--- config.mk ---
export PLATFORM = sky130hd
export DESIGN_NAME = noc_router
export DESIGN_NICKNAME = d
export VERILOG_FILES = /design/src/noc_pkg.sv /design/src/noc_router.sv /design/src/switch_alloc.sv /design/src/route_stage.sv /design/src/flit_fifo.sv
export VERILOG_INCLUDE_DIRS = /design/src
export SDC_FILE = /design/constraint.sdc
export NUM_CORES = 1
export LEC_CHECK = 0
export BUFFER_PORTS_ARGS = -buffer_cell sky130_fd_sc_hd__buf_4
export CAP_MARGIN = 20
export CORE_AREA = 2 2 288 290
export DETAILED_ROUTE_END_ITERATION = 7
export DIE_AREA = 0 0 290 292
export PLACE_DENSITY = 0.48
export SLEW_MARGIN = 0
export SYNTH_ARGS = -nofsm -noshare
export SYNTH_HDL_FRONTEND = slang
export SYNTH_SLANG_ARGS = --single-unit
--- constraint.sdc ---
create_clock -name clk -period 4.55 [get_ports clk]
set_input_delay 0.91 -clock clk [delete_from_list [all_inputs] [get_ports clk]]
set_output_delay 0.91 -clock clk [all_outputs]
set_load 0.01 [all_outputs]
--- src/noc_macros.svh ---
`ifndef NOC_MACROS_SVH
`define NOC_MACROS_SVH

////////////////////
// mesh geometry
////////////////////

// bits per mesh coordinate
// 3 bits covers an 8 by 8 mesh
`define NOC_COORD_W 3

////////////////////
// flit and queues
////////////////////

// flit payload bits
`define NOC_PAYLOAD_W 16

// entries in every input and switch queue
`define NOC_QUEUE_DEPTH 4

`endif
--- src/noc_pkg.sv ---
`default_nettype none

package noc_pkg;

`include "noc_macros.svh"

    ////////////////////
    // flit format
    ////////////////////

    // one network word
    // valid on top, destination next, payload at the bottom
    typedef struct packed {
        logic                      valid;
        logic [`NOC_COORD_W-1:0]   dst_x;
        logic [`NOC_COORD_W-1:0]   dst_y;
        logic [`NOC_PAYLOAD_W-1:0] payload;
    } flit_t;

    // network output chosen by route computation
    typedef enum logic {
        port_xpos = 1'b0,
        port_ypos = 1'b1
    } out_port_e;

    // flit plus its route, held in the switch queues
    typedef struct packed {
        flit_t     flit;
        out_port_e port;
    } routed_flit_t;

endpackage

`default_nettype wire

--- src/noc_router.sv ---
`timescale 1ns/1ns
`default_nettype none

module noc_router
    import noc_pkg::*;
#(
    parameter int CUR_X = 0,
    parameter int CUR_Y = 0
) (
    input  wire   clk,
    input  wire   arst_n,
    input  flit_t in_xpos,
    input  flit_t in_ypos,
    input  flit_t inject_xpos,
    input  flit_t inject_ypos,
    output flit_t out_xpos,
    output flit_t out_ypos,
    output flit_t eject_xpos,
    output flit_t eject_ypos
);

    // input queue to route stage
    flit_t        in_head_xpos;
    flit_t        in_head_ypos;
    logic         in_empty_xpos;
    logic         in_empty_ypos;
    logic         in_pop_xpos;
    logic         in_pop_ypos;

    // route stage to switch queue
    routed_flit_t fwd_xpos;
    routed_flit_t fwd_ypos;
    logic         fwd_push_xpos;
    logic         fwd_push_ypos;
    logic         sw_full_xpos;
    logic         sw_full_ypos;

    // switch queue to allocator
    routed_flit_t sw_head_xpos;
    routed_flit_t sw_head_ypos;
    logic         sw_empty_xpos;
    logic         sw_empty_ypos;
    logic         grant_xpos;
    logic         grant_ypos;

    ////////////////////
    // input queues
    ////////////////////
    // no ready upstream, the link rate must keep these from filling
    flit_fifo #(.data_t(flit_t)) u_in_q_xpos (
        .clk(clk), .arst_n(arst_n),
        .push(in_xpos.valid), .push_data(in_xpos), .pop(in_pop_xpos),
        .head(in_head_xpos), .empty(in_empty_xpos), .full()
    );

    flit_fifo #(.data_t(flit_t)) u_in_q_ypos (
        .clk(clk), .arst_n(arst_n),
        .push(in_ypos.valid), .push_data(in_ypos), .pop(in_pop_ypos),
        .head(in_head_ypos), .empty(in_empty_ypos), .full()
    );

    ////////////////////
    // route computation
    ////////////////////
    route_stage #(.CUR_X(CUR_X), .CUR_Y(CUR_Y)) u_route_xpos (
        .clk(clk), .arst_n(arst_n),
        .q_head(in_head_xpos), .q_empty(in_empty_xpos), .q_pop(in_pop_xpos),
        .eject(eject_xpos), .fwd(fwd_xpos), .fwd_push(fwd_push_xpos),
        .fwd_full(sw_full_xpos)
    );

    route_stage #(.CUR_X(CUR_X), .CUR_Y(CUR_Y)) u_route_ypos (
        .clk(clk), .arst_n(arst_n),
        .q_head(in_head_ypos), .q_empty(in_empty_ypos), .q_pop(in_pop_ypos),
        .eject(eject_ypos), .fwd(fwd_ypos), .fwd_push(fwd_push_ypos),
        .fwd_full(sw_full_ypos)
    );

    ////////////////////
    // switch queues
    ////////////////////
    flit_fifo #(.data_t(routed_flit_t)) u_sw_q_xpos (
        .clk(clk), .arst_n(arst_n),
        .push(fwd_push_xpos), .push_data(fwd_xpos), .pop(grant_xpos),
        .head(sw_head_xpos), .empty(sw_empty_xpos), .full(sw_full_xpos)
    );

    flit_fifo #(.data_t(routed_flit_t)) u_sw_q_ypos (
        .clk(clk), .arst_n(arst_n),
        .push(fwd_push_ypos), .push_data(fwd_ypos), .pop(grant_ypos),
        .head(sw_head_ypos), .empty(sw_empty_ypos), .full(sw_full_ypos)
    );

    // allocator and output registers
    switch_alloc u_switch (
        .clk(clk), .arst_n(arst_n),
        .req_xpos(sw_head_xpos), .req_ypos(sw_head_ypos),
        .empty_xpos(sw_empty_xpos), .empty_ypos(sw_empty_ypos),
        .grant_xpos(grant_xpos), .grant_ypos(grant_ypos),
        .inject_xpos(inject_xpos), .inject_ypos(inject_ypos),
        .out_xpos(out_xpos), .out_ypos(out_ypos)
    );

endmodule

`default_nettype wire

--- src/switch_alloc.sv ---
`timescale 1ns/1ns
`default_nettype none

module switch_alloc
    import noc_pkg::*;
(
    input  wire          clk,
    input  wire          arst_n,
    input  routed_flit_t req_xpos,
    input  routed_flit_t req_ypos,
    input  wire          empty_xpos,
    input  wire          empty_ypos,
    output logic         grant_xpos,
    output logic         grant_ypos,
    input  flit_t        inject_xpos,
    input  flit_t        inject_ypos,
    output flit_t        out_xpos,
    output flit_t        out_ypos
);

    // index 0 is xpos, index 1 is ypos
    // for inputs and outputs alike
    routed_flit_t req [2];
    flit_t        inj [2];
    logic [1:0]   req_ok;
    logic [1:0]   cand [2];

    // per output arbitration state
    logic [1:0]   rr_ptr;
    logic [1:0]   win_sw;
    logic [1:0]   win_src;
    logic [1:0]   grant;
    flit_t        nxt [2];

    // output registers
    flit_t        out_data [2];
    logic [1:0]   out_vld;

    assign req[0]    = req_xpos;
    assign req[1]    = req_ypos;
    assign req_ok[0] = !empty_xpos;
    assign req_ok[1] = !empty_ypos;
    assign inj[0]    = inject_xpos;
    assign inj[1]    = inject_ypos;

    ////////////////////
    // arbitration
    ////////////////////
    always_comb begin
        grant = '0;
        for (int o = 0; o < 2; o++) begin
            // queue heads routed to this output
            cand[o][0] = req_ok[0] && (req[0].port == out_port_e'(o));
            cand[o][1] = req_ok[1] && (req[1].port == out_port_e'(o));
            // local inject beats the switch queues
            win_sw[o] = !inj[o].valid && (|cand[o]);
            if (cand[o] == 2'b11) begin
                win_src[o] = rr_ptr[o];
            end else begin
                win_src[o] = cand[o][1];
            end
            // crossbar
            if (inj[o].valid) begin
                nxt[o] = inj[o];
            end else begin
                nxt[o]       = req[win_src[o]].flit;
                nxt[o].valid = win_sw[o];
            end
            if (win_sw[o]) begin
                grant[win_src[o]] = 1'b1;
            end
        end
    end

    // pop strobes back to the switch queues
    assign grant_xpos = grant[0];
    assign grant_ypos = grant[1];

    always_ff @(posedge clk or negedge arst_n) begin
        if (!arst_n) begin
            rr_ptr  <= '0;
            out_vld <= '0;
        end else begin
            for (int o = 0; o < 2; o++) begin
                out_vld[o] <= nxt[o].valid;
                // next time favour the other input
                if (win_sw[o]) begin
                    rr_ptr[o] <= !win_src[o];
                end
            end
        end
    end

    always_ff @(posedge clk) begin
        for (int o = 0; o < 2; o++) begin
            out_data[o] <= nxt[o];
        end
    end

    ////////////////////
    // network outputs
    ////////////////////
    always_comb begin
        out_xpos       = out_data[0];
        out_xpos.valid = out_vld[0];
        out_ypos       = out_data[1];
        out_ypos.valid = out_vld[1];
    end

endmodule

`default_nettype wire

--- src/route_stage.sv ---
`timescale 1ns/1ns
`default_nettype none

`include "noc_macros.svh"

module route_stage
    import noc_pkg::*;
#(
    parameter int CUR_X = 0,
    parameter int CUR_Y = 0
) (
    input  wire          clk,
    input  wire          arst_n,
    input  flit_t        q_head,
    input  wire          q_empty,
    output logic         q_pop,
    output flit_t        eject,
    output routed_flit_t fwd,
    output logic         fwd_push,
    input  wire          fwd_full
);

    // this node, trimmed to coordinate width
    localparam logic [`NOC_COORD_W-1:0] cur_x_c = CUR_X[`NOC_COORD_W-1:0];
    localparam logic [`NOC_COORD_W-1:0] cur_y_c = CUR_Y[`NOC_COORD_W-1:0];

    routed_flit_t hold;
    routed_flit_t nxt;
    logic         hold_vld;
    logic         hold_eject;
    logic         at_x;
    logic         at_y;
    logic         drain;

    ////////////////////
    // route computation
    ////////////////////
    always_comb begin
        at_x     = (q_head.dst_x == cur_x_c);
        at_y     = (q_head.dst_y == cur_y_c);
        nxt.flit = q_head;
        // x first, then y
        nxt.port = at_x ? port_ypos : port_xpos;
    end

    // eject always drains, forward only with room downstream
    assign drain = hold_vld && (hold_eject || !fwd_full);
    assign q_pop = !q_empty && (!hold_vld || drain);

    always_ff @(posedge clk or negedge arst_n) begin
        if (!arst_n) begin
            hold_vld   <= 1'b0;
            hold_eject <= 1'b0;
        end else if (q_pop) begin
            hold_vld   <= 1'b1;
            hold_eject <= at_x && at_y;
        end else if (drain) begin
            hold_vld   <= 1'b0;
        end
    end

    always_ff @(posedge clk) begin
        if (q_pop) begin
            hold <= nxt;
        end
    end

    ////////////////////
    // stage outputs
    ////////////////////
    always_comb begin
        eject          = hold.flit;
        eject.valid    = hold_vld && hold_eject;
        fwd            = hold;
        fwd.flit.valid = hold_vld && !hold_eject;
        // held here while the switch queue is full
        fwd_push       = hold_vld && !hold_eject && !fwd_full;
    end

endmodule

`default_nettype wire

--- src/flit_fifo.sv ---
`timescale 1ns/1ns
`default_nettype none

`include "noc_macros.svh"

module flit_fifo
    import noc_pkg::*;
#(
    parameter type data_t = flit_t,
    parameter int  depth  = `NOC_QUEUE_DEPTH
) (
    input  wire   clk,
    input  wire   arst_n,
    input  wire   push,
    input  data_t push_data,
    input  wire   pop,
    output data_t head,
    output logic  empty,
    output logic  full
);

    // pointer and occupancy widths
    localparam int ptr_w = (depth > 1) ? $clog2(depth) : 1;
    localparam int cnt_w = $clog2(depth + 1);

    // storage, no reset needed
    data_t            mem [depth];
    logic [ptr_w-1:0] rd_ptr;
    logic [ptr_w-1:0] wr_ptr;
    logic [cnt_w-1:0] count;

    // wrap at depth, depth need not be a power of two
    function automatic logic [ptr_w-1:0] ptr_inc(input logic [ptr_w-1:0] p);
        if (p == ptr_w'(depth - 1)) begin
            return '0;
        end
        return p + 1'b1;
    endfunction

    always_ff @(posedge clk) begin
        if (push) begin
            mem[wr_ptr] <= push_data;
        end
    end

    // pointers and count
    always_ff @(posedge clk or negedge arst_n) begin
        if (!arst_n) begin
            rd_ptr <= '0;
            wr_ptr <= '0;
            count  <= '0;
        end else begin
            if (push) begin
                wr_ptr <= ptr_inc(wr_ptr);
            end
            if (pop) begin
                rd_ptr <= ptr_inc(rd_ptr);
            end
            // simultaneous push and pop keeps count
            case ({push, pop})
                2'b10:   count <= count + 1'b1;
                2'b01:   count <= count - 1'b1;
                default: count <= count;
            endcase
        end
    end

    // fall-through head, poppable in the same cycle
    assign head  = mem[rd_ptr];
    assign empty = (count == '0);
    assign full  = (count == cnt_w'(depth));

endmodule

`default_nettype wire

==> flow_summary.rst <==
.. list-table::
   :header-rows: 1

   * - Metric
     - Value
   * - Via count of the first global-routing pass
     - 9,899
   * - Number of nets in the layout
     - 1,310
   * - DRC violations left
     - 0
   * - Startpoint of the lowest-slack register-to-register path
     - u_sw_q_xpos.rd_ptr[0]
   * - Via/cell ratio
     - 4.15
   * - Mean instance size in the synthesized netlist
     - 18.5 um2
   * - Biggest area consumer among synthesized cells
     - sky130_fd_sc_hd__edfxtp_1
   * - Clk pin slew, worst setup/hold paths
     - 60 ps
   * - CTS buffer count
     - 51
   * - Initial antenna violation count
     - 2
   * - Per-cell routed wire length
     - 20.3 um
   * - Number of distinct library cells after synthesis
     - 41
   * - Met1 track demand over resource in global routing
     - 0.151
   * - Multi-input logic area
     - 0.00405 mm2
   * - Storage cell area
     - 0.0140 mm2
   * - Most common cell on crit path
     - sky130_fd_sc_hd__xor2_1
   * - # IOs
     - 186
   * - Share of layout cells above drive strength 1
     - 0.329
   * - Wire length of the first global-routing pass
     - 68,900 um
   * - Crit Path Max Fanout
     - 23
   * - Vias post-DR
     - 9,544
   * - Clock root buffer
     - sky130_fd_sc_hd__clkbuf_16
   * - Maximum vdd ir drop
     - 295 uV
   * - Worst EP required
     - 5060 ps
   * - Drt total wl
     - 46,800 um
   * - Static Leak
     - 0.00791 uW
   * - Post-CTS sizing
     - 0
   * - Number of max-slew violations in the final report
     - 0
   * - Maximum achievable frequency
     - 0.335 GHz
   * - Worst r2r path cells
     - 10
   * - Terminus of the critical flop-to-flop path
     - u_sw_q_ypos.count[2]
   * - Combined global-route utilization of all metal layers
     - 0.110
   * - Post-detailed-placement half-perimeter wirelength
     - 31,800 um
   * - DIE AREA
     - 0.0847 mm2
   * - Startpoint types
     - register
   * - Number of detailed-routing iterations run before antenna repair
     - 6
   * - Horiz. Die Dim
     - 290 um
   * - Std cell rows
     - 105
   * - Chain of cells forming the critical path
     - mux4_2, and3_1, buf_4, o32ai_2, ha_1, inv_1, fa_1, xor2_1, nor2_1, xor2_1
   * - Global placer's final weighted congestion
     - 0.803
   * - Post CTS Setup Buffer Count
     - 0
   * - Number of diodes added for antenna fixing
     - 0
   * - Total of max-cap violations
     - 0
   * - Number of buffers inserted by port buffering
     - 185
   * - Mapped Nets
     - 1,131
   * - DIE HEIGHT
     - 292 um
   * - Final critical-path required period
     - 2990 ps
   * - CTS HTree Levels
     - 2
   * - Final count of hold timing violations
     - 0
   * - Class of the tightest hold or removal check
     - in2async
   * - Number of warning messages in the yosys log
     - 0
   * - Number of buffers on the longest clock path
     - 3
   * - Met2 track demand over resource in global routing
     - 0.172
   * - Setup repair after global routing missed its margin
     - false
   * - TritonCTS Sinks
     - 486
   * - Area added between synthesis and finish
     - 22.3%
   * - Clock insertion delay at the later pin of the skew report
     - 600 ps
   * - Busiest layer in global routing
     - met2
   * - Status
     - finished clean
   * - Post-route ant nets
     - 0
   * - Met3 global-route usage
     - 0.0273
   * - Synth area leaders
     - sky130_fd_sc_hd__edfxtp_1 65%, sky130_fd_sc_hd__mux4_2 11%, sky130_fd_sc_hd__dfrtp_1 4.8%
   * - Initial detailed-routing violation count
     - 700
   * - Initial Utilization
     - 0.228
   * - Register bit count reported by yosys
     - 486
   * - Cell area after technology mapping
     - 0.0186 mm2
   * - Final Power
     - 18,100 uW
   * - Worst EP arrival
     - 3490 ps
   * - Cts hold-fix bufs
     - 0
   * - Most frequent cells in the layout
     - 406 x sky130_fd_sc_hd__edfxtp_1, 216 x sky130_fd_sc_hd__buf_4, 90 x sky130_fd_sc_hd__mux4_2
   * - Sum Neg Setup Slack
     - 0 ps
   * - Global route total overflow
     - 0
   * - Syn Inst Count
     - 1,009
   * - Core region area
     - 0.0816 mm2
   * - Most frequent standard cell in the layout excluding fill and tap cells
     - sky130_fd_sc_hd__edfxtp_1
   * - CTS tree
     - done
   * - R2R Setup Slk
     - 1560 ps
   * - Setup violation total in the final timing report
     - 0
   * - Slowest cell delay on critical path
     - 600 ps
   * - Period utilisation layout
     - 0.656
   * - Pin count of the biggest net entering global routing
     - 46
   * - Total power per unit cell area
     - 794 mW/mm2
   * - Sequential element share of the synthesized area
     - 0.750
   * - Worst-path cell with the longest stage delay
     - sky130_fd_sc_hd__mux4_2
   * - Share of the synthesized area in the top cell type
     - 0.654
   * - Top Family by Delay on Critical Path
     - adder cells
   * - Capturing element type of the critical path
     - register
   * - Critical path class
     - reg2reg
   * - Worst max-slew margin expressed relative to the limit
     - 0.202
   * - Filler instances
     - 8,128
   * - Final worst clock skew
     - 23.9 ps
   * - Slew at the pin closest to its max-slew limit
     - 1190 ps
   * - Total buffers and inverters traversed by the critical path
     - 2
==> power breakdown <==
part | internal, uW | switching (uW) | total (uW) | leakage (uW)
combinational | 2440 | 3590 | 6030 | 0.00249
sequential | 7020 | 884 | 7900 | 0.00459
clock | 2420 | 1750 | 4170 | 0.000827
total | 11900 | 6220 | 18100 | 0.00791
==> how the worst max path moves through the flow <==
stage / slack [ps] / from / end / cells after the start
6_report: 1560 / u_sw_q_xpos.rd_ptr[0] / u_sw_q_ypos.count[2] / 10
5_1_grt: 1400 / u_sw_q_xpos.rd_ptr[0] / u_sw_q_ypos.count[2] / 10
4_1_cts: 1560 / u_sw_q_xpos.rd_ptr[0] / u_sw_q_ypos.count[2] / 10
3_5_place_dp: 1580 / inject_xpos[22] / u_sw_q_xpos.count[2] / 9
3_3_place_gp: 1620 / u_sw_q_xpos.rd_ptr[0] / u_sw_q_ypos.count[2] / 10
2_1_floorplan: 1250 / u_sw_q_xpos.count[2] / u_in_q_xpos.count[2] / 7
==> stage by stage <==
stage               instances  worst slack [ps]   util  hold slack, ps  cell area (um2)
floorplan                1009              1250      -             443            18600
global placement         2205              1620  0.259             457            21100
detailed placement       2205              1580  0.259             459            21100
CTS                      2301              1560  0.280             264            22800
global route             2301              1400  0.280             294            22800
finish                   2301              1560  0.280             289            22800
==> cells by family after synthesis <==
kind of cell | Yosys count | share of synthesized area
flip-flops | 486 | 0.750
XOR/XNOR | 12 | 0.00564
AND/OR/NAND/NOR | 152 | 0.0391
multiplexers | 104 | 0.117
buffers and inverters | 119 | 0.0340
AO/OA/AOI/OAI | 108 | 0.0342
adder cells (fa/ha/maj) | 28 | 0.0204
==> state kept, by name, summed over array words and instances, names as in the netlist, 3 cells and up <==
name and cells:
u_in_q_xpos.count 3, u_sw_q_ypos.count 3, u_sw_q_xpos.count 3, u_in_q_ypos.count 3
u_route_xpos.eject 22, u_sw_q_xpos.mem 92, u_route_ypos.eject 22, u_in_q_ypos.mem 88
u_in_q_xpos.mem 88, u_switch.out_data 44, u_sw_q_ypos.mem 92
==> worst register-to-register path, delay by kind of cell (launching register included) <==
| family | cells | cell delay, ps |
|---|---|---|
| adder cells (fa/ha/maj) | 2 | 700 |
| AND/OR/NAND/NOR | 2 | 310 |
| flip-flops | 1 | 370 |
| buffers and inverters | 2 | 290 |
| XOR/XNOR | 2 | 310 |
| multiplexers | 1 | 600 |
| AO/OA/AOI/OAI | 1 | 330 |
==> area by class of cell <==
type / instances / area share
clock inverter: 29 / 0.0135
timing repair buffer: 216 / 0.0711
clock buffer: 67 / 0.0615
sequential: 486 / 0.613
multi-input combinational: 404 / 0.178
inverter: 29 / 0.00477
tap: 1070 / 0.0587
==> Yosys cell counts, drive strengths merged <==
master,count
nand2b,1
a41oi,2
or3,6
nor2b,1
or2,1
o32ai,2
a21oi,2
buf,57
and3,1
o31ai,1
fa,4
nor3,7
mux4,90
dfrtp,36
o211ai,1
inv,29
clkbuf,33
nor2,57
and2,18
dfxtp,44
mux2,12
nand2,10
mux2i,2
xnor2,4
a22o,2
a31oi,44
nor4b,2
ha,24
xor2,8
edfxtp,406
o21ai,54
nor3b,2
nand3,46
==> routing by layer <==
layer	share of wire	vias to the layer above	wire length [um]
li1	-	4277	-
met1	0.46	4893	21300
met2	0.46	295	21500
met3	0.064	75	2970
met4	0.020	4	930
met5	0.00045	-	21
Note: power is estimated with default switching activity, not from simulation.
